## config.mk

```make
export PLATFORM = sky130hd
export DESIGN_NAME = egress_port
export DESIGN_NICKNAME = d
export VERILOG_FILES = /design/src/hw/vio_switch_pkg.sv /design/src/hw/egress_port.sv /design/src/hw/stream_reg_slice.sv
export SDC_FILE = /design/constraint.sdc
export NUM_CORES = 1
export LEC_CHECK = 0
export BUFFER_PORTS_ARGS = -buffer_cell sky130_fd_sc_hd__buf_2
export CAP_MARGIN = 20
export CELL_PAD_IN_SITES_DETAIL_PLACEMENT = 0
export CELL_PAD_IN_SITES_GLOBAL_PLACEMENT = 1
export CORE_AREA = 2 2 412 414
export DETAILED_ROUTE_END_ITERATION = 8
export DIE_AREA = 0 0 414 416
export GPL_TIMING_DRIVEN = 0
export PLACE_DENSITY_LB_ADDON = 0.12
export SYNTH_ARGS = -nofsm -noshare
export SYNTH_HDL_FRONTEND = slang
export SYNTH_SLANG_ARGS = --single-unit
```

## constraint.sdc

```tcl
create_clock -name aclk -period 7.75 [get_ports aclk]
set_input_delay 0 -clock aclk [delete_from_list [all_inputs] [get_ports aclk]]
set_output_delay 0 -clock aclk [all_outputs]
set_load 0.02 [all_outputs]
```

## src/hw/vio_switch_pkg.sv

```systemverilog
// Shared widths, port indices and stream beat types for the vIO stream switch

package vio_switch_pkg;

  // Stream payload widths
  localparam int DATA_BITS = 64;
  localparam int KEEP_BITS = DATA_BITS / 8;
  localparam int PID_BITS  = 6;
  localparam int DEST_BITS = 14;

  // One vFIU region, then the fixed service ports
  localparam int N_VFIU    = 1;
  localparam int N_PORTS   = N_VFIU + 9;
  localparam int PORT_BITS = 4;

  // Port indices, same order on the sink and source side
  localparam int PORT_VFIU          = 0;
  localparam int PORT_HOST_TX       = N_VFIU;
  localparam int PORT_HOST_RX       = N_VFIU + 1;
  localparam int PORT_RDMA_RX       = N_VFIU + 2;
  localparam int PORT_RDMA_TX_REQ   = N_VFIU + 3;
  localparam int PORT_RDMA_TX_RSP   = N_VFIU + 4;
  localparam int PORT_TCP           = N_VFIU + 5;
  localparam int PORT_BYPASS_RX     = N_VFIU + 6;
  localparam int PORT_BYPASS_TX_REQ = N_VFIU + 7;
  localparam int PORT_BYPASS_TX_RSP = N_VFIU + 8;

  // One beat of a valid/ready stream
  typedef struct packed {
    logic [DATA_BITS-1:0] tdata;
    logic [KEEP_BITS-1:0] tkeep;
    logic                 tlast;
    logic [PID_BITS-1:0]  tid;
    logic [DEST_BITS-1:0] tdest;
  } stream_beat_t;

  // Beat plus the output index decoded at ingress
  // Out-of-range destinations carry an all-ones port
  typedef struct packed {
    stream_beat_t         beat;
    logic [PORT_BITS-1:0] port;
  } routed_beat_t;

  // One bit per switch port
  typedef logic [N_PORTS-1:0] port_mask_t;

endpackage
```

## src/hw/egress_port.sv

```systemverilog
// Switch egress: round-robin packet arbiter, beat multiplexer
// and output slice for one source

`timescale 1ns/1ns

module egress_port
  import vio_switch_pkg::*;
(
  input  logic                       aclk,
  input  logic                       rst_n,
  input  port_mask_t                 req,
  input  stream_beat_t [N_PORTS-1:0] heads,
  output port_mask_t                 take,
  output stream_beat_t               src_beat,
  output logic                       src_valid,
  input  logic                       src_ready
);

  // Last granted input, also the owner while a packet is locked
  logic [PORT_BITS-1:0] grant_ptr;
  logic                 locked;

  logic [PORT_BITS-1:0] pick;
  logic                 pick_valid;
  logic [PORT_BITS-1:0] sel;
  logic                 sel_valid;
  stream_beat_t         sel_beat;
  logic                 slice_ready;
  logic                 accept;

  // Nearest requester after the last grant, wrapping around
  always_comb begin : rr_pick
    int idx;
    pick       = grant_ptr;
    pick_valid = 1'b0;
    for (int k = 1; k <= N_PORTS; k++) begin
      idx = (int'(grant_ptr) + k) % N_PORTS;
      if (!pick_valid && req[idx]) begin
        pick       = PORT_BITS'(idx);
        pick_valid = 1'b1;
      end
    end
  end

  // Inside a packet only the owner may send
  assign sel       = locked ? grant_ptr : pick;
  assign sel_valid = locked ? req[grant_ptr] : pick_valid;
  assign sel_beat  = heads[sel];

  assign accept = sel_valid && slice_ready;
  assign take   = accept ? (port_mask_t'(1) << sel) : '0;

  always_ff @(posedge aclk) begin
    if (!rst_n) begin
      // Start the search at input 0
      grant_ptr <= PORT_BITS'(N_PORTS - 1);
      locked    <= 1'b0;
    end else if (accept) begin
      grant_ptr <= sel;
      // Lock holds until the tlast beat has been taken
      locked    <= !sel_beat.tlast;
    end
  end

  stream_reg_slice #(
    .payload_t (stream_beat_t)
  ) u_out_slice (
    .aclk      (aclk),
    .rst_n     (rst_n),
    .in_data   (sel_beat),
    .in_valid  (sel_valid),
    .in_ready  (slice_ready),
    .out_data  (src_beat),
    .out_valid (src_valid),
    .out_ready (src_ready)
  );

endmodule

```

## src/hw/stream_reg_slice.sv

```systemverilog
// Two-entry valid/ready register slice with a type-parameterized payload

`timescale 1ns/1ns

module stream_reg_slice #(
  parameter type payload_t = logic [7:0]
) (
  input  logic     aclk,
  input  logic     rst_n,
  input  payload_t in_data,
  input  logic     in_valid,
  output logic     in_ready,
  output payload_t out_data,
  output logic     out_valid,
  input  logic     out_ready
);

  payload_t skid_data;
  logic     skid_valid;
  logic     out_load;

  // Ready only depends on the skid flop
  assign in_ready = !skid_valid;

  // Output register takes a new beat whenever it is empty or draining
  assign out_load = out_ready || !out_valid;

  always_ff @(posedge aclk) begin
    if (!rst_n) begin
      out_valid  <= 1'b0;
      skid_valid <= 1'b0;
    end else if (out_load) begin
      // Skid entry drains first, else pass the incoming beat
      out_valid  <= skid_valid || in_valid;
      skid_valid <= 1'b0;
    end else if (in_valid && in_ready) begin
      // Output stalled, park the beat
      skid_valid <= 1'b1;
    end
  end

  always_ff @(posedge aclk) begin
    if (out_load) begin
      out_data <= skid_valid ? skid_data : in_data;
    end
    if (!out_load && in_ready) begin
      skid_data <= in_data;
    end
  end

endmodule

```

Word-level counts from Yosys, hierarchy flattened
Cells that the tools add are included.

operators by class
  add/sub/neg operators = 10
  div/mod/pow operators = 10
  $lt $le $gt $ge = 12
  shift-type cells = 1
  mux-type cells = 58
  bitwise logic cells = 1
  reduce and logical (&&, ||, !) cells = 27

operators by type and width
  kind                                                     count
  binary-select mux 93 bit (select 4 bit)                  1
  < comparator 32 x 6 -> 1 bit (second input constant)     10
  remainder unit 32 x 5 -> 32 bit (second input constant)  10
  2-to-1 mux 93 bit                                        2
  binary-select mux 1 bit (select 4 bit)                   11
  2-to-1 mux 4 bit                                         11
  2-to-1 mux 1 bit                                         32
  adder 4 x 3 -> 5 bit (second input constant)             4
  adder 4 x 4 -> 5 bit (second input constant)             3
  zero test 1 bit                                          13
  logical AND 1 bit                                        11
  adder 4 x 2 -> 5 bit (second input constant)             2
  < comparator 4 x 5 -> 1 bit (second input constant)      2
  2-to-1 mux 10 bit                                        1
  left shift 1 x 4 -> 10 bit (first input constant)        1
  adder 4 x 1 -> 5 bit (second input constant)             1
  logical OR 1 bit                                         2
  OR reduction 2 bit                                       1
  inverter 1 bit                                           1

word-level totals
  register bits = 193
  bits of input ports = 943
  output and inout bits = 104

Longest topological paths before layout
Gate-level depths: netlist of run 1.

  depth in word-level cells = 37
  gate-level depth with buffers = 27
  mapped depth without buffers = 20

Cells and area by module
From an unflattened synthesis of run 1, not the netlist that was laid out.

second synthesis, totals
  cells, all modules = 1,590
  area total of the unflattened synthesis = 18,795.5 µm²

modules (own cells, without submodules)
  module            times used  cells an instance  area an instance (µm²)
  egress_port       1           1,292              11,815.1
  stream_reg_slice  1           298                6,980.4

Worst setup path before layout of run 1
No wires, ideal clock.

  path type = reg-to-reg
  start = register u_out_slice.out_valid
  end = register u_out_slice.skid_data[0] (netlist bit) (enable)
  setup time = 0.544 ns
  data arrival time = 6.754 ns
  required time = 7.206 ns
  setup slack = 0.452 ns
  cell stages (with the launch flop) = 3
  path buffers = 0
  path through = dfxtp_1 -> nand2b_1 -> nor2_1

on the way
  longest elaborated chain between the ends = 4

RTL lines
  item                      RTL line                source
  start, declared           stream_reg_slice.sv:14  output logic out_valid,
  start signal, assigned    stream_reg_slice.sv:34  out_valid <= skid_valid || in_valid;
  zero test 1 bit           stream_reg_slice.sv:26  assign out_load = out_ready || !out_valid;
  logical OR 1 bit          stream_reg_slice.sv:26
  net u_out_slice.out_load  stream_reg_slice.sv:20  logic out_load;
  zero test 1 bit           stream_reg_slice.sv:46  if (!out_load && in_ready) begin
  logical AND 1 bit         stream_reg_slice.sv:46
  end signal, assigned      stream_reg_slice.sv:47  skid_data <= in_data;
  end, declared             stream_reg_slice.sv:18  payload_t skid_data;

The timed path passes the listed nets, and every way through them passes these cells.
A chain may end at the register's enable or synchronous reset.

Worst setup path after layout of run 1
  start = register grant_ptr[0]
  end = register u_out_slice.out_data[9] (netlist bit) (data pin)

on the way
  longest elaborated chain between the ends = 37

RTL lines
  item                                                  RTL line                source
  start, declared                                       egress_port.sv:20       logic [PORT_BITS-1:0] grant_ptr;
  start signal, assigned                                egress_port.sv:56       grant_ptr <= PORT_BITS'(N_PORTS - 1);
  start signal, assigned                                egress_port.sv:59       grant_ptr <= sel;
  adder 4 x 1 -> 5 bit                                  egress_port.sv:37       idx = (int'(grant_ptr) + k) % N_PORTS;
  remainder unit 32 x 5 -> 32 bit                       egress_port.sv:37
  binary-select mux 1 bit (select 4 bit)                egress_port.sv:38       if (!pick_valid && req[idx]) begin
  2-to-1 mux 1 bit (not written as such) (2 in series)  egress_port.sv:38
  2-to-1 mux 1 bit                                      egress_port.sv:38
  zero test 1 bit                                       egress_port.sv:38
  logical AND 1 bit                                     egress_port.sv:38
  2-to-1 mux 1 bit                                      egress_port.sv:38
  [20 not listed]                                       --
  2-to-1 mux 1 bit                                      egress_port.sv:38
  zero test 1 bit                                       egress_port.sv:38
  logical AND 1 bit                                     egress_port.sv:38
  2-to-1 mux 4 bit                                      egress_port.sv:38
  2-to-1 mux 4 bit (*)                                  egress_port.sv:46       assign sel = locked ? grant_ptr : pick;
  binary-select mux 93 bit (select 4 bit) (*)           egress_port.sv:48       assign sel_beat = heads[sel];
  2-to-1 mux 93 bit (not written as such) (*)           egress_port.sv:48
  2-to-1 mux 93 bit (*)                                 stream_reg_slice.sv:44  out_data <= skid_valid ? skid_data : in_data;
  end signal, assigned                                  stream_reg_slice.sv:44
  end, declared                                         stream_reg_slice.sv:13  output payload_t out_data,

Every way passes the cells marked *; elsewhere a longest branch is shown, timed or not. The select of a mux whose other input is x is not followed.

==> results.cfg, run 1 <==
[grt]
overflow = 0
grt_max_degree = 37
grt_pass1_wl_mm = 212
grt.total_usage_pct = 17.9
grt_pass1_vias = 24100
antenna_found_initial = 40

[synthesis]
yosysMostFrequentCell = nand2_1
ys_top_cells_by_area = edfxtp_1, mux4_2, a22oi_1, mux2i_1, nand2_1
synth_area_leader_cell = edfxtp_1
ys_ff_latch = 193
synth_ff_type = edfxtp_1
synth_top_area_share_pct = 28.5
netlist_instances = 1776
seq_area_frac_synth_pct = 29.2
synth_area_per_cell_um2 = 11.0
syn_nets = 2757
yosysUniqueCellTypes = 108
synthArstFlopShare_pct = 0
synth_edf_count = 186
synthTopCellsByCount = nand2_1, mux4_2, a22oi_1, edfxtp_1, mux2i_1
synth_area_um2 = 19600
yosys_warnings = 0

[floorplan]
fp.dieH_um = 416
io_pins = 1047
core.rowCount = 151
core_area_um2 = 168000
dieWidth_um = 414
initial_utilization_pct = 11.6
dieArea_um2 = 172000

[critical_path]
reg2reg_depth = 24
arrival_ns = 7.61
startpoint = grant_ptr[0]$_SDFFE_PN1P_
cp-start-kind = flip-flop
crit_end = u_out_slice.out_data[9]$_DFFE_PP_
rrSetupSlack_ns = 0.36
critPathCaptureType = flip-flop
crit_fanout = 10
worst-setup-path-type = flip-flop to flip-flop
timing.rr.start = grant_ptr[0]$_SDFFE_PN1P_
cp.required_ns = 7.97
rr_endpoint = u_out_slice.out_data[9]$_DFFE_PP_

[finish]
syn_to_final_growth_pct = 73.2
num-fill-cells = 18800
nets = 4338
drive_gt1_share_pct = 44.5

[drt]
ant_nets = 0
avgRoutedWirePerCell_um = 28.2
drc = 0
drt-total-wl_mm = 158
first_pass_iters = 5
vias_per_cell = 4.11
vias = 23000
drt_iter0_markers = 1466

[clock_tree]
cts_tree = built
cts.htree.levels = 4
clkTransAtPathRegs_ns = 0.10
numCtsBuffers = 17
clkLatencyLatePin_ns = 0.55
clk_path_buf_depth = 2
clock-sinks = 193
root_buffer = clkbuf_16

[sta]
fin_crit_sh_pct = 95.4
worst_pin_slew_ns = 1.07
slew_headroom_pct = 28.6
worst_hold_slack_ns = 0.0502
fmax_mhz = 135
skew_ns = 0.0229
finalSetupViolCount = 0
period_minus_slack_ns = 7.39
timing_hold_violations_final = 0
finalMaxSlewViolations = 0

[min_path]
hold_path.class = primary input to flip-flop

[place]
place_hpwl_mm = 131
gp_congestion = 0.886
io_buffers = 1045

[run_status]
outcome = complete, no violations

[run]
maxCapViolations = 0
## layout by cell type, fill, tap and decap left out, drive strengths merged, types with 8 or more instances in the layout
master / synthesis / final
a211oi: 8 / 8
a21oi: 42 / 42
a22oi: 186 / 186
a31oi: 9 / 9
buf: 78 / 1142
clkbuf: 83 / 101
diode: 0 / 15
dlygate4sd3: 0 / 493
edfxtp: 186 / 186
ha: 38 / 38
inv: 20 / 26
mux2: 16 / 16
mux2i: 117 / 117
mux4: 192 / 192
nand2: 240 / 240
nand2b: 18 / 18
nand3: 14 / 14
nor2: 45 / 45
nor2b: 12 / 12
nor3: 21 / 21
nor4: 10 / 10
o211ai: 105 / 105
o21ai: 41 / 41
o221ai: 8 / 8
o22ai: 8 / 8
or2: 96 / 96
xnor2: 24 / 24
## cell families after synthesis
group | Yosys count | share of synthesized area, %
xor+xnor | 28 | 1.33
simple gates | 494 | 12.2
flops | 193 | 29.2
fa+ha+maj | 41 | 2.58
mux | 325 | 29.1
compound gates | 510 | 19.7
buf+inv | 185 | 5.83
## routing by layer
layer	share of wire [%]	track usage [%]
met1	43	22.7
met2	51	31.7
met3	4.5	3.07
met4	1.5	3.25
met5	0.017	0
## repair_timing
| item | in CTS | in global routing |
|---|---|---|
| gates resized for setup | 65 | 49 |
| setup buffers | 6 | 7 |
| hold buffers | 493 | 0 |
| pin swaps | 4 | 5 |
| endpoints found under the setup margin | 198 | 188 |
| endpoints found under the hold margin | 117 | 0 |
| cloned | 0 | 0 |
## layout make-up
class	instances	area, um^2	area share (%)
Multi-Input combinational cell	1398	13000	38.3
Sequential cell	193	5730	16.9
Buffer	160	1180	3.47
Antenna cell	15	37.5	0.111
Inverter	22	95.1	0.280
Clock inverter	14	164	0.483
Clock buffer	17	425	1.25
Tap cell	2218	2780	8.18
Timing Repair Buffer	1565	10500	31.0
## worst max-delay path, stage by stage (launching register included)
cell	delay, ns
dfxtp_1	0.36
buf_4	0.21
buf_4	0.21
buf_4	0.22
inv_1	0.18
ha_1	0.42
nor2b_1	0.15
nor2_2	0.26
inv_1	0.14
ha_1	0.33
nor2b_2	0.23
o21a_1	0.20
nor3_1	0.07
a2111o_1	0.53
o21ai_0	0.42
a21oi_1	0.24
or4_1	0.61
a221o_1	0.38
o211ai_2	0.11
buf_12	0.18
buf_16	0.21
buf_12	0.27
mux4_2	0.63
a22oi_1	0.17
o211ai_1	0.24
## sequential cells by signal, summed over array words and instances, names as in the netlist
signal and cells:
u_out_slice.skid_valid 1, grant_ptr 4, u_out_slice.out_valid 1, u_out_slice.out_data 93, u_out_slice.skid_data 93, locked 1
## stage by stage
| stage | util [%] | setup TNS, ns | std cells | setup slack (ns) | instance area, um^2 |
|---|---|---|---|---|---|
| 6_report | 20.2 | 0 | 5602 | 0.359 | 33900 |
| 5_1_grt | 20.2 | -0.0155 | 5593 | -0.0155 | 33900 |
| 4_1_cts | 20.0 | 0 | 5580 | 0.00574 | 33700 |
| 3_5_place_dp | 16.6 | -324.67 | 5053 | -2.12 | 27900 |
| 3_3_place_gp | 16.4 | -1946.19 | 5039 | -14.03 | 27600 |
| 2_1_floorplan | - | 0 | 1776 | 0.452 | 19600 |
## worst min path at each step
stage                                                endpoint  depth (start not counted)                               start
final                     u_out_slice.skid_data[41]$_DFFE_PP_                          4                          heads[320]
after global routing      u_out_slice.skid_data[41]$_DFFE_PP_                          4                          heads[320]
after CTS                 u_out_slice.skid_data[67]$_DFFE_PP_                          4                          heads[160]
after detailed placement                         src_beat[43]                          1  u_out_slice.out_data[43]$_DFFE_PP_
after global placement                           src_beat[47]                          1  u_out_slice.out_data[47]$_DFFE_PP_
after floorplan                     grant_ptr[0]$_SDFFE_PN1P_                          2                               rst_n
Power of run 1 is left out: the tool's default activity adds up to more than one toggle a clock period on the data nets, which glitch-free logic cannot reach.
==> run 2, diff against run 1 <==
--- a/config.mk
+++ b/config.mk
@@ -5,7 +5,7 @@
 export SDC_FILE = /design/constraint.sdc
 export NUM_CORES = 1
 export LEC_CHECK = 0
-export BUFFER_PORTS_ARGS = -buffer_cell sky130_fd_sc_hd__buf_2
+export BUFFER_PORTS_ARGS = -buffer_cell sky130_fd_sc_hd__buf_4
 export CAP_MARGIN = 20
 export CELL_PAD_IN_SITES_DETAIL_PLACEMENT = 0
 export CELL_PAD_IN_SITES_GLOBAL_PLACEMENT = 1
==> run 2 against run 1 <==
Clock skew about the same. Via count down 2.8%. Wire length up 1.1%. Critical path type unchanged. Register-to-register slack worse by 0.02 ns. Largest cell class unchanged. Core utilization up 0.72 points.
==> results.cfg, run 2 (synthesized netlist as in run 1, its figures left out) <==
[sta]
worst_hold_slack_ns = 0.0510
finalSetupViolCount = 0
timing_hold_violations_final = 0
timing.final.ws_setup_ns = 0.342
skew_ns = 0.0230
finalMaxSlewViolations = 0
fin_setup_tns_ns = 0
fin_crit_sh_pct = 95.6
fmax_mhz = 135
worst_pin_slew_ns = 1.09
period_minus_slack_ns = 7.41
slew_headroom_pct = 27.3

[floorplan]
dieWidth_um = 414
dieArea_um2 = 172000
initial_utilization_pct = 11.6
core_area_um2 = 168000
core.rowCount = 151
fp.dieH_um = 416
io_pins = 1047

[clock_tree]
cts.htree.levels = 4
clk_path_buf_depth = 2
clkTransAtPathRegs_ns = 0.10
clock-sinks = 193
root_buffer = clkbuf_16
clkLatencyLatePin_ns = 0.55
numCtsBuffers = 17
cts_tree = built

[critical_path]
cp.required_ns = 7.99
crit_end = u_out_slice.out_data[9]$_DFFE_PP_
reg2reg_depth = 21
worst-setup-path-type = flip-flop to flip-flop
startpoint = grant_ptr[2]$_SDFFE_PN0P_
rrSetupSlack_ns = 0.34
crit_slowest_cell = mux4_2
max_stage_delay_ns = 0.65
rr_endpoint = u_out_slice.out_data[9]$_DFFE_PP_
timing.rr.start = grant_ptr[2]$_SDFFE_PN0P_
arrival_ns = 7.65
crit_fanout = 10
critPathCaptureType = flip-flop
crit_chain = buf_4 > clkinvlp_4 > ha_1 > a21o_1 > nor3b_1 > nor2_1 > ha_1 > nand2b_1 > o31ai_2 > nand2_1 > o211a_1 > or4b_1 > or4_1 > a221o_1 > o211ai_2 > buf_12 > buf_16 > buf_16 > mux4_2 > a22oi_1 > o211ai_1
cp-start-kind = flip-flop

[grt]
antenna_found_initial = 25
grt.total_usage_pct = 18.0
overflow = 0
grt_pass1_vias = 23800
grt_max_degree = 39
grt_pass1_wl_mm = 213

[drt]
vias_per_cell = 4.10
first_pass_iters = 8
avgRoutedWirePerCell_um = 29.3
drt-total-wl_mm = 160
ant_nets = 0
vias = 22400
drt_iter0_markers = 1299
drc = 0

[finish]
final_cell_mix = buf_4, dlygate4sd3_1, nand2_1, mux4_2
stdcell_count = 5460
syn_to_final_growth_pct = 79.3
final_common_cell = buf_4
nets = 4202
drive_gt1_share_pct = 46.4
reg_top3 = u_out_slice.out_data x93, u_out_slice.skid_data x93, grant_ptr x4

[place]
dp_cells = 5052
io_buffers = 1045
gp_congestion = 0.869
pre_cts_slack_ns = -2.15
place_hpwl_mm = 134

[min_path]
hold_start = heads[276]
min_path_cells = 4
hold_path.class = primary input to flip-flop

[run]
maxCapViolations = 0

[run_status]
outcome = complete, no violations
-- run 2: cell count changes in the layout (fill, tap and decap cells not counted), moves of 3 or more --
cell           previous run  this run
clkbuf_2                  9        14
clkbuf_4                 11         5
diode_2                  15         8
dlygate4sd3_1           493       362
buf_2                  1078        40
clkbuf_1                 55        52
buf_4                    22      1063
buf_12                   18        15
-- run 2: how the worst min path moves through the flow --
stage	endpoint	slack, ns
global placement	src_beat[83]	0.44
floorplan	grant_ptr[0]$_SDFFE_PN1P_	0.24
CTS	u_out_slice.skid_data[57]$_DFFE_PP_	0.0001
global route	u_out_slice.skid_data[26]$_DFFE_PP_	0.03
finish	u_out_slice.skid_data[90]$_DFFE_PP_	0.05
detailed placement	src_beat[72]	0.44
-- run 2: layer usage --
| layer | wire, um | vias up | global-route usage (%) |
|---|---|---|---|
| met1 | 70200 | 11500 | 22.9 |
| met4 | 1560 | 4 | 2.42 |
| li1 | - | 10100 | - |
| met5 | 27 | - | 0 |
| met3 | 5900 | 64 | 2.79 |
| met2 | 82400 | 699 | 32.4 |
-- run 2: through the flow --
step / util, % / instance area [um^2]
2_1_floorplan: - / 19600
3_3_place_gp: 18.0 / 30200
3_5_place_dp: 18.1 / 30500
4_1_cts: 20.8 / 34900
5_1_grt: 20.9 / 35100
6_report: 20.9 / 35100
-- run 2: critical path, delay by kind of cell (launching register included) --
family	cells	cell delay [ns]
AOI/OAI and AO/OA	7	2.15
adders and majority gates	2	0.67
and+or+nand+nor	6	1.91
muxes	1	0.65
DFF	1	0.45
buffers and inverters	5	1.14
-- run 2: repair_timing --
item | CTS | global route
hold endpoints to repair | 101 | 0
gates resized for setup | 61 | 45
hold buffers | 362 | 0
pin swaps | 3 | 4
endpoints found under the setup margin | 198 | 194
buffers inserted | 5 | 4
-- run 2: area by class of cell --
cell class              instances  area, um^2
flip-flops and latches        193        5730
clock inverters                15         178
plain buffers                 160        1160
well taps                    2218        2780
repair buffers               1429       11800
diodes                          8        20.0
inverters                      22        93.8
multi-input cells            1398       13000
fillers                     18700      133000
clock buffers                  17         425
Power of run 2 is left out for the same reason.
