[config.mk]
export PLATFORM = sky130hd
export DESIGN_NAME = ingress_port
export DESIGN_NICKNAME = d
export VERILOG_FILES = /design/src/hw/vio_switch_pkg.sv /design/src/hw/ingress_port.sv /design/src/hw/stream_reg_slice.sv
export SDC_FILE = /design/constraint.sdc
export NUM_CORES = 1
export LEC_CHECK = 0
export ABC_AREA = 1
export BUFFER_PORTS_ARGS = -buffer_cell sky130_fd_sc_hd__clkbuf_2
export CAP_MARGIN = 30
export CORE_MARGIN = 3
export CORE_UTILIZATION = 40
export CTS_BUF_LIST = sky130_fd_sc_hd__clkbuf_8 sky130_fd_sc_hd__clkbuf_16
export CTS_CLUSTER_SIZE = 14
export DETAILED_ROUTE_END_ITERATION = 10
export SLEW_MARGIN = 20
export SYNTH_ARGS = -nofsm -noshare
export SYNTH_HDL_FRONTEND = slang
export SYNTH_SLANG_ARGS = --single-unit
[constraint.sdc]
create_clock -name aclk -period 10.45 [get_ports aclk]
set_input_delay 1.5675 -clock aclk [delete_from_list [all_inputs] [get_ports aclk]]
set_output_delay 1.5675 -clock aclk [all_outputs]
set_load 0.05 [all_outputs]
[src/hw/vio_switch_pkg.sv]
// Shared widths, port indices and stream beat types for the vIO stream switch

package vio_switch_pkg;

  // Stream payload widths
  localparam int DATA_BITS = 64;
  localparam int KEEP_BITS = DATA_BITS / 8;
  localparam int PID_BITS  = 6;
  localparam int DEST_BITS = 14;

  // One vFIU region, then the fixed service ports
  localparam int N_VFIU    = 1;
  localparam int N_PORTS   = N_VFIU + 9;
  localparam int PORT_BITS = 4;

  // Port indices, same order on the sink and source side
  localparam int PORT_VFIU          = 0;
  localparam int PORT_HOST_TX       = N_VFIU;
  localparam int PORT_HOST_RX       = N_VFIU + 1;
  localparam int PORT_RDMA_RX       = N_VFIU + 2;
  localparam int PORT_RDMA_TX_REQ   = N_VFIU + 3;
  localparam int PORT_RDMA_TX_RSP   = N_VFIU + 4;
  localparam int PORT_TCP           = N_VFIU + 5;
  localparam int PORT_BYPASS_RX     = N_VFIU + 6;
  localparam int PORT_BYPASS_TX_REQ = N_VFIU + 7;
  localparam int PORT_BYPASS_TX_RSP = N_VFIU + 8;

  // One beat of a valid/ready stream
  typedef struct packed {
    logic [DATA_BITS-1:0] tdata;
    logic [KEEP_BITS-1:0] tkeep;
    logic                 tlast;
    logic [PID_BITS-1:0]  tid;
    logic [DEST_BITS-1:0] tdest;
  } stream_beat_t;

  // Beat plus the output index decoded at ingress
  // Out-of-range destinations carry an all-ones port
  typedef struct packed {
    stream_beat_t         beat;
    logic [PORT_BITS-1:0] port;
  } routed_beat_t;

  // One bit per switch port
  typedef logic [N_PORTS-1:0] port_mask_t;

endpackage
[src/hw/ingress_port.sv]
// Switch ingress: input slice, destination decode and drop of
// beats whose destination is not a port

`timescale 1ns/1ns

module ingress_port
  import vio_switch_pkg::*;
(
  input  logic         aclk,
  input  logic         rst_n,
  input  stream_beat_t sink_beat,
  input  logic         sink_valid,
  output logic         sink_ready,
  input  port_mask_t   take,
  output stream_beat_t head,
  output port_mask_t   req,
  output logic         decode_err
);

  routed_beat_t in_routed;
  routed_beat_t held;
  logic         held_valid;
  logic         in_range;
  logic         held_bad;
  logic         pop;

  // Decode on entry so the fabric sees a ready-made index
  assign in_range       = sink_beat.tdest < DEST_BITS'(N_PORTS);
  assign in_routed.beat = sink_beat;
  assign in_routed.port = in_range ? sink_beat.tdest[PORT_BITS-1:0] : '1;

  stream_reg_slice #(
    .payload_t (routed_beat_t)
  ) u_in_slice (
    .aclk      (aclk),
    .rst_n     (rst_n),
    .in_data   (in_routed),
    .in_valid  (sink_valid),
    .in_ready  (sink_ready),
    .out_data  (held),
    .out_valid (held_valid),
    .out_ready (pop)
  );

  // All-ones port marks a beat nobody can take
  assign held_bad = held.port >= PORT_BITS'(N_PORTS);

  assign head = held.beat;

  // One-hot request towards the addressed output
  assign req = (held_valid && !held_bad) ? (port_mask_t'(1) << held.port) : '0;

  // A bad beat pops itself in the first cycle it is held
  assign pop        = (|take) || held_bad;
  assign decode_err = held_valid && held_bad;

endmodule

[src/hw/stream_reg_slice.sv]
// Two-entry valid/ready register slice with a type-parameterized payload

`timescale 1ns/1ns

module stream_reg_slice #(
  parameter type payload_t = logic [7:0]
) (
  input  logic     aclk,
  input  logic     rst_n,
  input  payload_t in_data,
  input  logic     in_valid,
  output logic     in_ready,
  output payload_t out_data,
  output logic     out_valid,
  input  logic     out_ready
);

  payload_t skid_data;
  logic     skid_valid;
  logic     out_load;

  // Ready only depends on the skid flop
  assign in_ready = !skid_valid;

  // Output register takes a new beat whenever it is empty or draining
  assign out_load = out_ready || !out_valid;

  always_ff @(posedge aclk) begin
    if (!rst_n) begin
      out_valid  <= 1'b0;
      skid_valid <= 1'b0;
    end else if (out_load) begin
      // Skid entry drains first, else pass the incoming beat
      out_valid  <= skid_valid || in_valid;
      skid_valid <= 1'b0;
    end else if (in_valid && in_ready) begin
      // Output stalled, park the beat
      skid_valid <= 1'b1;
    end
  end

  always_ff @(posedge aclk) begin
    if (out_load) begin
      out_data <= skid_valid ? skid_data : in_data;
    end
    if (!out_load && in_ready) begin
      skid_data <= in_data;
    end
  end

endmodule

== Yosys cells after proc, flatten, opt, wreduce, memory -nomap -nowiden ==
Index checks and enable logic that the tools add are counted.

* Input bits: 106
* Memories kept: 0
* Memory bits (writable): 0
* Latch bits: 0
* Output and inout bits: 105
* Bits in read-only memories: 0
* Flip-flop bits (word level): 196

* Equal/unequal tests: 0
* Shift operators: 1
* Divide/modulo/power cells: 0
* $add $sub $neg: 0
* Multipliers: 0
* $lt $le $gt $ge: 2
* Bitwise gates (word level): 1
* Reductions and logical operators: 13
* Muxes and demuxes: 3

{| class="wikitable"
|+ Operators by type and width
! cell !! number
|-
| 97-bit 2-to-1 mux || 1
|-
| 14-bit by 4-bit < comparator with 1-bit output, second input constant || 1
|-
| 10-bit 2-to-1 mux || 1
|-
| 10-bit OR reduction || 1
|-
| 1-bit by 4-bit << shifter with 10-bit output, first input constant || 1
|-
| 4-bit greater-or-equal comparator, second input constant || 1
|-
| 1-bit logical AND || 4
|-
| 1-bit logical NOT || 4
|-
| 4-bit 2-to-1 mux || 1
|-
| 1-bit logical OR || 3
|-
| 2-bit OR reduction || 1
|-
| 1-bit NOT || 1
|}

== Logic depth before layout (Yosys ltp) ==
Gate-level depths: netlist (run 1).

* Word-level depth: 5
* Mapped depth: 6
* Depth with buffers taken out: 6

== By module ==
A second synthesis (run 1) with hierarchy kept.

* Cells, all modules: 569
* Area, all modules: 7345.8 µm²

{| class="wikitable"
|+ By module, submodules not included
! module !! area each (µm²) !! seq. area each (µm²) !! cells each !! times used
|-
| stream_reg_slice || 7123.1 || 5865.6 || 517 || 1
|-
| ingress_port || 222.7 || 0.0 || 52 || 1
|}

== Least setup slack after synthesis (run 1) ==
OpenSTA, ideal clock, no wires.

* Path kind: input port to flip-flop
* From: input take[6]
* To: register u_in_slice.skid_data[0] (netlist bit), enable pin
* Library setup time: 0.552 ns
* Data arrival time: 8.340 ns
* Path slack: 1.558 ns
* Buffers on the path: 0
* Required time: 9.898 ns
* Stages: 5
* Cells stage by stage: nor2_1 -> nand2_1 -> nor2_1 -> nand2_1 -> nor2_1

* Cells in the longest elaborated chain, start to end: 5

{| class="wikitable"
|+ Ends and longest elaborated chain
! item !! RTL line !! RTL
|-
| start, declared || ingress_port.sv:14 || <nowiki>input port_mask_t take,</nowiki>
|-
| 10-bit OR reduction || ingress_port.sv:54 || <nowiki>assign pop = (|take) || held_bad;</nowiki>
|-
| 1-bit logical OR || ingress_port.sv:54 ||
|-
| 1-bit logical OR || stream_reg_slice.sv:26 || <nowiki>assign out_load = out_ready || !out_valid;</nowiki>
|-
| net u_in_slice.out_load || stream_reg_slice.sv:20 || <nowiki>logic out_load;</nowiki>
|-
| 1-bit logical NOT || stream_reg_slice.sv:46 || <nowiki>if (!out_load && in_ready) begin</nowiki>
|-
| 1-bit logical AND || stream_reg_slice.sv:46 ||
|-
| end signal, assigned || stream_reg_slice.sv:47 || <nowiki>skid_data <= in_data;</nowiki>
|-
| end, declared || stream_reg_slice.sv:18 || <nowiki>payload_t skid_data;</nowiki>
|}

The timed path passes the listed nets, and every way through them passes these cells.
A chain may end at the register's enable or synchronous reset.

== Worst setup path in the final report (run 1) ==
* From: input take[2]
* To: register u_in_slice.skid_data[40] (netlist bit), enable pin

Same word-level chain as after synthesis.

==> results of run 1 <==
-- how the worst min path moves through the flow --
stage,to,slack (ns),cells past startpoint,from
2_1_floorplan,u_in_slice.out_data[10],0.49,2,u_in_slice.skid_data[10]
3_3_place_gp,u_in_slice.out_data[90],0.50,2,u_in_slice.skid_data[90]
3_5_place_dp,u_in_slice.out_data[72],0.50,2,u_in_slice.skid_data[72]
4_1_cts,u_in_slice.out_data[14],0.52,2,u_in_slice.skid_data[14]
5_1_grt,u_in_slice.out_data[83],0.54,2,u_in_slice.skid_data[83]
6_report,u_in_slice.out_data[14],0.51,2,u_in_slice.skid_data[14]
-- through the flow --
stage	total power [mW]	worst slack [ns]	hold slack, ns	util
finish	1.646	6.601	0.5116	0.4714
global route	1.712	6.367	0.5422	0.4714
CTS	1.666	6.552	0.5165	0.4700
detailed placement	1.039	6.108	0.5026	0.4410
global placement	1.039	6.117	0.4974	0.4396
floorplan	1.015	1.558	0.4943	-
-- flip-flops by register name, indices dropped and copies added (netlist names) --
name,flops
u_in_slice.skid_valid,1
u_in_slice.out_valid,1
u_in_slice.skid_data,97
u_in_slice.out_data,97
-- layout make-up --
| class | instances | area, um2 | share of cell area |
|---|---|---|---|
| flip-flops and latches | 196 | 5869 | 0.6314 |
| multi-input cells | 341 | 1331 | 0.1432 |
| repair buffers | 215 | 1129 | 0.1214 |
| clock buffers | 17 | 425.4 | 0.04577 |
| well taps | 265 | 331.6 | 0.03567 |
| clock inverters | 15 | 146.4 | 0.01575 |
| inverters | 16 | 62.56 | 0.006730 |
-- metal layers --
metal	share of wire	track usage	wire [um]	vias to the layer above
met2	0.46	0.2075	6666	157
li1	-	-	-	2343
met1	0.46	0.1807	6658	2056
met3	0.070	0.03961	1019	18
met5	0	0	0	-
met4	0.019	0.04988	276	0
-- where the power goes --
| group | switching [mW] | total (mW) | leakage [nW] | internal, mW |
|---|---|---|---|---|
| sequential | 0.00655 | 0.888 | 1.92 | 0.881 |
| combinational | 0.0988 | 0.133 | 1.87 | 0.0338 |
| clock | 0.291 | 0.626 | 0.265 | 0.335 |
| total | 0.397 | 1.65 | 4.05 | 1.25 |
-- kinds of logic (layout without fill, tap and decap cells) --
| family | after synthesis | count (layout) |
|---|---|---|
| simple gates | 338 | 338 |
| flops | 196 | 196 |
| buf+inv | 130 | 263 |
| compound gates | 3 | 3 |
-- critical path: stages --
cell	delay, ns
clkbuf_2	0.08
nor2_1	0.10
nand2_1	0.06
nor2_1	0.21
nand2_4	0.25
nor2_4	0.78
buf_4	0.76
-- cells in the final DEF (no fill, tap or decap), drive strengths merged --
cell type,n
and2,1
buf,5
bufinv,1
clkbuf,227
clkinv,3
clkinvlp,5
dfxtp,2
edfxtp,194
inv,22
nand2,284
nand3,6
nor2,40
nor3,1
nor4,2
o21ai,3
or2,4
==> flow_metrics.py, run 1 <==
metrics = {
    "run_status": {
        "status": "finished clean",
    },
    "timing": {
        "min_period_over_period": 0.3683,
        "finalHoldViolCount": 0,
        "clock-skew-final_ns": 0.007150,
        "fin_tns_setup_ns": 0,
        "tightest_slew_ns": 0.9315,
        "fmax_mhz": 259.8,
        "rsz0062_at_grt": "false",
        "slew_headroom": 0.3775,
        "period_needed_ns": 3.849,
        "setup_viol": 0,
        "drv_slew": 0,
    },
    "logic_synthesis": {
        "postSynthCellCount": 667,
        "synth.most_common_cell": "nand2_1",
        "avgSynthCellArea_um2": 12.17,
        "synth_compound_area_frac": 0.001850,
        "async_flop_share": 0,
        "synth-seq-cells": 196,
        "ys_types": 19,
        "synth_top_family_by_area": "simple AND/OR/NAND/NOR gates",
        "syn_area_um2": 8115,
        "yosysWarnings": 0,
        "synthTopCellsByArea": "edfxtp_1 72%, nand2_1 13%, buf_4 8.7%, nor2_1 1.8%, buf_6 1.2%",
        "synth.area.mux_share": 0,
        "synth_top_area_share": 0.7179,
        "synth_edf_count": 194,
        "synthAdderAreaFrac": 0,
        "synth_common_cells": "284 x nand2_1, 194 x edfxtp_1, 94 x buf_4",
        "synth-xor-area-share": 0,
        "ys_seq_area_frac": 0.7228,
        "netlist.top_cell.by_area": "edfxtp_1",
        "yosys.area_share.simple": 0.1603,
        "syn_nets": 773,
        "ys.flop_type": "edfxtp_1",
    },
    "critical_path": {
        "startpoint_type": "input pin",
        "cp_data_arrival_time_ns": 3.90,
        "worstPathRequired_ns": 10.50,
        "crit_end": "u_in_slice.skid_data[40]",
        "worstSetupPathType": "in -> reg",
        "rr_worst_depth": 6,
        "rrSetupSlack_ns": 7.32,
        "r2r_end": "u_in_slice.skid_data[40]",
        "worstSetupStartpoint": "take[2]",
        "r2r_start": "u_in_slice.out_data[2]",
        "cp_max_fo": 64,
        "cp-end-kind": "register",
    },
    "layout": {
        "stdcell_count": 1065,
        "nFillCells": 1791,
        "drive_gt1_frac": 0.3200,
        "finalInstanceArea_um2": 9295,
        "nNetsFinal": 893,
        "antenna_cells": 0,
        "area_growth_pct": 14.54,
    },
    "global_routing": {
        "grt_start_max_net_pins": 76,
        "grt_pass1_vias": 4312,
        "antenna_found_initial": 0,
        "grt.overflow.total": 0,
        "grt_use_total": 0.1341,
        "grt_pass1_wl_mm": 22.57,
    },
    "power": {
        "leakage_nw": 4.051,
        "power_density_nw_per_um2": 177.1,
        "ir_worst_vdd_uv": 117.2,
    },
    "job": {
        "drv_cap": 0,
    },
    "clock_network": {
        "cts_tree": "done",
        "cts_made_buffers": 17,
        "clkSlewWorstSetupHoldPaths_ns": 0.07,
        "clkSinkCount": 196,
        "postCtsSetupRepairBufs": 0,
        "h-tree-depth": 4,
        "cts_root_buf": "clkbuf_16",
        "clk_latency_ns": 0.42,
        "postCtsHoldBufs": 0,
        "cts.path.max_buffers": 2,
        "cts.repair.resized": 0,
    },
    "detailed_routing": {
        "ant_nets": 0,
        "drt-initial-drc-count": 221,
        "via_per_inst": 4.295,
        "wl_per_cell_um": 13.73,
        "vias": 4574,
        "route.detailed.drc": 0,
        "routed_wl_mm": 14.62,
        "dr.pass1.iters": 4,
    },
    "floorplanning": {
        "die_area_um2": 22030,
        "rows": 51,
        "die_y_um": 148.4,
        "num_io_pins": 211,
        "core_um2": 19720,
        "die_w_um": 148.4,
        "initial_core_util": 0.4116,
    },
    "placed_design": {
        "gp_congestion": 0.7485,
        "dp_cells": 1032,
        "hpwlAfterDp_mm": 10.22,
        "placed_area_um2": 8696,
        "numPortBuffers": 210,
    },
    "worst_hold_path": {
        "worstHoldPathType": "reg -> reg",
    },
}
(Power assumes the default switching activity.)
==> run 2: changes to the inputs <==
--- a/config.mk
+++ b/config.mk
@@ -13,6 +13,7 @@
 export CTS_BUF_LIST = sky130_fd_sc_hd__clkbuf_8 sky130_fd_sc_hd__clkbuf_16
 export CTS_CLUSTER_SIZE = 14
 export DETAILED_ROUTE_END_ITERATION = 10
+export PLACE_DENSITY = 0.66
 export SLEW_MARGIN = 20
 export SYNTH_ARGS = -nofsm -noshare
 export SYNTH_HDL_FRONTEND = slang
==> constraint.sdc (replaced) <==
create_clock -name aclk -period 3.4 [get_ports aclk]
set_input_delay 0.51 -clock aclk [delete_from_list [all_inputs] [get_ports aclk]]
set_output_delay 0.51 -clock aclk [all_outputs]
set_load 0.05 [all_outputs]
==> run 2 against run 1 <==
Net effect:
- design area up 0.16%
- hold slack worse by 0.23 ns
- global-route usage up 0.21 points
- register-to-register slack worse by 6.2 ns
- non-clock buffer count up 1
- wire length up 2.1%
- final cell count about the same
- combinational power rose to 3.1 times the previous value
- count of clock-buffer cells in the layout unchanged
- critical endpoint is now u_in_slice.skid_data[41]
==> flow_metrics.py, run 2 (same netlist as run 1, synthesis figures left out) <==
metrics = {
    "run_status": {
        "status": "finished clean",
    },
    "detailed_routing": {
        "vias": 4662,
        "routed_wl_mm": 14.93,
        "via_per_inst": 4.382,
        "wl_per_cell_um": 14.03,
        "ant_nets": 0,
        "drt-initial-drc-count": 209,
        "route.detailed.drc": 0,
        "dr.pass1.iters": 4,
    },
    "worst_hold_path": {
        "whs_path_depth": 1,
        "min_to": "u_in_slice.skid_data[82]",
        "worstHoldPathType": "in -> reg",
        "worstHoldStart": "sink_beat[78]",
    },
    "global_routing": {
        "antenna_found_initial": 0,
        "grt.overflow.total": 0,
        "grt_use_total": 0.1363,
        "grt_pass1_vias": 4604,
        "grt_pass1_wl_mm": 23.47,
        "grt_start_max_net_pins": 97,
    },
    "layout": {
        "reg.largest.list": "u_in_slice.out_data x97, u_in_slice.skid_data x97",
        "drive_gt1_frac": 0.3191,
        "nNetsFinal": 894,
        "mostFrequentLayoutCell": "nand2_1",
        "layout_common_cells": "283 x nand2_1, 210 x clkbuf_2, 194 x edfxtp_1",
        "finalInstanceArea_um2": 9310,
        "antenna_cells": 0,
        "area_growth_pct": 14.72,
        "fin_util": 0.4722,
    },
    "floorplanning": {
        "die_w_um": 148.4,
        "initial_core_util": 0.4116,
        "die_area_um2": 22030,
        "core_um2": 19720,
        "num_io_pins": 211,
        "die_y_um": 148.4,
        "rows": 51,
    },
    "job": {
        "drv_cap": 0,
    },
    "power": {
        "p_comb_frac": 0.079,
        "ir_worst_vdd_uv": 324.2,
        "clockPowerShare": 0.390,
        "p_sw_frac": 0.2283,
        "p_int_mw": 3.963,
        "leakage_nw": 4.051,
        "power_density_nw_per_um2": 551.6,
        "p_total_mw": 5.136,
        "share_seq_of_total_power": 0.531,
        "p_sw_mw": 1.172,
    },
    "timing": {
        "setup_viol": 0,
        "clock-skew-final_ns": 0.008652,
        "min_period_over_period": 0.6716,
        "finalHoldViolCount": 0,
        "slew_headroom": 0.4776,
        "period_needed_ns": 2.283,
        "tightest_slew_ns": 0.7836,
        "rsz0062_at_grt": "false",
        "fmax_mhz": 438.0,
        "fin_tns_setup_ns": 0,
        "drv_slew": 0,
    },
    "placed_design": {
        "gp_congestion": 0.7594,
        "numPortBuffers": 210,
        "placed_area_um2": 8705,
        "hpwlAfterDp_mm": 10.04,
    },
    "critical_path": {
        "rr_worst_depth": 6,
        "r2r_end": "u_in_slice.skid_data[41]",
        "cp_data_arrival_time_ns": 2.34,
        "worstPathRequired_ns": 3.46,
        "rrSetupSlack_ns": 1.12,
        "startpoint_type": "register",
        "worstSetupPathType": "reg -> reg",
        "cp_max_fo": 79,
        "cp-end-kind": "register",
        "r2r_start": "u_in_slice.out_data[2]",
    },
    "clock_network": {
        "cts_tree": "done",
        "cts.path.max_buffers": 2,
        "cts.repair.resized": 0,
        "clk_latency_ns": 0.41,
        "postCtsHoldBufs": 0,
        "h-tree-depth": 4,
        "clkSinkCount": 196,
        "cts_made_buffers": 17,
        "cts_root_buf": "clkbuf_16",
        "postCtsSetupRepairBufs": 0,
        "clkSlewWorstSetupHoldPaths_ns": 0.07,
    },
}
run 2: layer usage:
layer / wire length [um] / global-route usage
met1: 6477 / 0.1802
met2: 7006 / 0.2141
met3: 1108 / 0.03626
met4: 333 / 0.05727
met5: 0 / 0
run 2: final cells by class:
type / count / area (um2)
flip-flops and latches: 196 / 5869
fillers: 1765 / 10410
repair buffers: 216 / 1121
clock buffers: 17 / 425.4
clock inverters: 13 / 160.2
inverters: 16 / 62.56
multi-input cells: 341 / 1340
well taps: 265 / 331.6
run 2: worst max-delay path by stage:
| stage | startpoint | depth (start not counted) | endpoint | slack (ns) |
|---|---|---|---|---|
| 6_report | u_in_slice.out_data[2] | 6 | u_in_slice.skid_data[41] | 1.12 |
| 5_1_grt | u_in_slice.out_data[2] | 6 | u_in_slice.skid_data[39] | 0.97 |
| 4_1_cts | u_in_slice.out_data[2] | 6 | u_in_slice.skid_data[12] | 1.11 |
| 3_5_place_dp | take[4] | 7 | u_in_slice.skid_data[47] | 0.98 |
| 3_3_place_gp | take[4] | 7 | u_in_slice.skid_data[20] | 0.99 |
| 2_1_floorplan | take[4] | 5 | u_in_slice.skid_data[0] | 0.02 |
run 2: metrics by stage:
stage          hold slack (ns)  cells  setup slack (ns)
5_1_grt                 0.2567   1064            0.9688
3_5_place_dp            0.5028   1033            0.9833
4_1_cts                 0.2547   1063             1.113
3_3_place_gp            0.4991   1033            0.9863
2_1_floorplan           0.4943    667           0.02027
6_report                0.2823   1064             1.117
run 2: power by group through the flow:
stage          registers [mW]  clock network (mW)  logic, mW
2_1_floorplan            2.77                   0      0.347
3_3_place_gp             2.78                   0      0.409
3_5_place_dp             2.78                   0      0.413
4_1_cts                  2.73                2.06      0.413
5_1_grt                  2.73                2.16      0.438
6_report                 2.73                2.00      0.408
run 2: worst max-delay path, cell delays in order (launching register included):
cell	delay, ns
edfxtp_1	0.45
nor2_1	0.16
nor2_1	0.06
nor2_1	0.31
nand2_8	0.28
nor2_4	0.22
buf_12	0.34
==> run 3: changes to the inputs <==
--- a/config.mk
+++ b/config.mk
@@ -13,7 +13,6 @@
 export CTS_BUF_LIST = sky130_fd_sc_hd__clkbuf_8 sky130_fd_sc_hd__clkbuf_16
 export CTS_CLUSTER_SIZE = 14
 export DETAILED_ROUTE_END_ITERATION = 10
-export PLACE_DENSITY = 0.66
 export SLEW_MARGIN = 20
 export SYNTH_ARGS = -nofsm -noshare
 export SYNTH_HDL_FRONTEND = slang
==> constraint.sdc (replaced) <==
create_clock -name aclk -period 2.2 [get_ports aclk]
set_input_delay 0.33 -clock aclk [delete_from_list [all_inputs] [get_ports aclk]]
set_output_delay 0.33 -clock aclk [all_outputs]
set_load 0.05 [all_outputs]
==> run 3 against run 2 <==
Net effect:
- count of clock-buffer cells in the layout stayed put
- first-iteration DRC count is 20% higher
- combinational power is 55% higher
- sequential power is 54% higher
- register-to-register slack worse by 0.78 ns
- critical path depth is 2 lower
- highest routed layer unchanged
- utilization is 0.070 points higher
- via count is 1.4% lower
- flip-flop and latch count stayed put
- non-clock buffer count stayed put
- design area is 0.15% higher
==> flow_metrics.py, run 3 (same netlist as run 1, synthesis figures left out) <==
metrics = {
    "floorplanning": {
        "die_area_um2": 22030,
        "rows": 51,
        "die_w_um": 148.4,
        "num_io_pins": 211,
        "initial_core_util": 0.4116,
        "die_y_um": 148.4,
        "core_um2": 19720,
    },
    "global_routing": {
        "grt_use_total": 0.1357,
        "met1_usage": 0.1829,
        "grt_pass1_vias": 4254,
        "busiest_layer": "met2",
        "grt.overflow.total": 0,
        "grt_start_max_net_pins": 99,
        "met3_usage": 0.04052,
        "met2_usage": 0.2125,
        "grt_pass1_wl_mm": 23.07,
        "antenna_found_initial": 0,
    },
    "clock_network": {
        "clkSinkCount": 196,
        "cts_made_buffers": 17,
        "clkSlewWorstSetupHoldPaths_ns": 0.08,
        "postCtsSetupRepairBufs": 0,
        "cts_root_buf": "clkbuf_16",
        "h-tree-depth": 4,
        "cts_tree": "done",
        "postCtsHoldBufs": 0,
        "cts.path.max_buffers": 2,
        "cts.repair.resized": 0,
        "clk_latency_ns": 0.42,
    },
    "detailed_routing": {
        "via_per_inst": 4.314,
        "wl_per_cell_um": 14.09,
        "route.detailed.drc": 0,
        "dr.pass1.iters": 4,
        "routed_wl_mm": 15.02,
        "drt-initial-drc-count": 250,
        "ant_nets": 0,
        "vias": 4599,
    },
    "worst_hold_path": {
        "worstHoldPathType": "in -> reg",
    },
    "power": {
        "ir_worst_vdd_uv": 495.3,
        "leakage_nw": 4.051,
        "power_density_nw_per_um2": 839.7,
    },
    "layout": {
        "fin_util": 0.4729,
        "layout_common_cells": "283 x nand2_1, 210 x clkbuf_2, 194 x edfxtp_1",
        "mostFrequentLayoutCell": "nand2_1",
        "area_growth_pct": 14.89,
        "antenna_cells": 0,
        "reg.largest.list": "u_in_slice.out_data x97, u_in_slice.skid_data x97",
        "finalInstanceArea_um2": 9324,
        "drive_gt1_frac": 0.3246,
        "nNetsFinal": 894,
    },
    "placed_design": {
        "placed_area_um2": 8755,
        "gp_congestion": 0.7582,
        "numPortBuffers": 210,
        "hpwlAfterDp_mm": 9.902,
    },
    "job": {
        "drv_cap": 0,
    },
    "critical_path": {
        "cp-end-kind": "output port",
        "cp_max_fo": 4,
        "cp_data_arrival_time_ns": 1.61,
        "worstSetupPathType": "reg -> out",
        "worstPathRequired_ns": 1.87,
        "startpoint_type": "register",
    },
    "timing": {
        "holdWs_ns": 0.09581,
        "clock-skew-final_ns": 0.01034,
        "finalHoldViolCount": 0,
        "slew_headroom": 0.5944,
        "tightest_slew_ns": 0.6084,
        "rsz0062_at_grt": "false",
        "min_period_over_period": 0.8820,
        "setup_viol": 0,
        "period_needed_ns": 1.940,
        "fmax_mhz": 515.3,
        "drv_slew": 0,
    },
    "run_status": {
        "status": "finished clean",
    },
}
-- run 3: routing by layer --
metal  routed length (um)  part of all wire
met3                  831             0.055
met4                  228             0.015
met1                 6804              0.45
met5                    0                 0
met2                 7156              0.48
-- run 3: power breakdown --
group          total, mW  switching (mW)  internal, mW
registers           4.21          0.0270          4.18
clock network       2.99            1.40          1.59
logic              0.631           0.471         0.160
-- run 3: worst max-delay path, cell delays in order, from the launching register on --
cell	delay [ns]
edfxtp_1	0.43
inv_1	0.10
nand2_1	0.09
nor4_1	0.23
clkbuf_2	0.34
-- run 3: per-stage QoR --
stage	instances	setup WS (ns)	power, mW	TNS, ns
floorplan	667	-0.9900	4.822	-96.31
CTS	1066	0.2221	7.923	0
detailed placement	1034	0.3688	4.934	0
global placement	1034	0.4238	4.931	0
finish	1066	0.2596	7.829	0
global route	1066	0.1234	8.125	0
-- run 3: path summary, 6_finish.rpt --
| path | slack, ns | start | end | cells after the start |
|---|---|---|---|---|
| setup reg to reg | 0.34 | u_in_slice.out_data[2] | u_in_slice.skid_data[71] | 6 |
| setup / recovery | 0.26 | u_in_slice.out_data[1] | req[8] | 4 |
| hold / removal | 0.1 | sink_beat[45] | u_in_slice.skid_data[49] | 1 |
| hold reg to reg | 0.51 | u_in_slice.skid_data[75] | u_in_slice.out_data[75] | 2 |
-- run 3: layout make-up --
cell class                      instances  area (um2)
Fill cell                            1812       10390
Timing Repair Buffer                  216        1146
Tap cell                              265       331.6
Clock buffer                           17       425.4
Sequential cell                       196        5869
Inverter                               16       62.56
Multi-Input combinational cell        341        1345
Clock inverter                         15       143.9
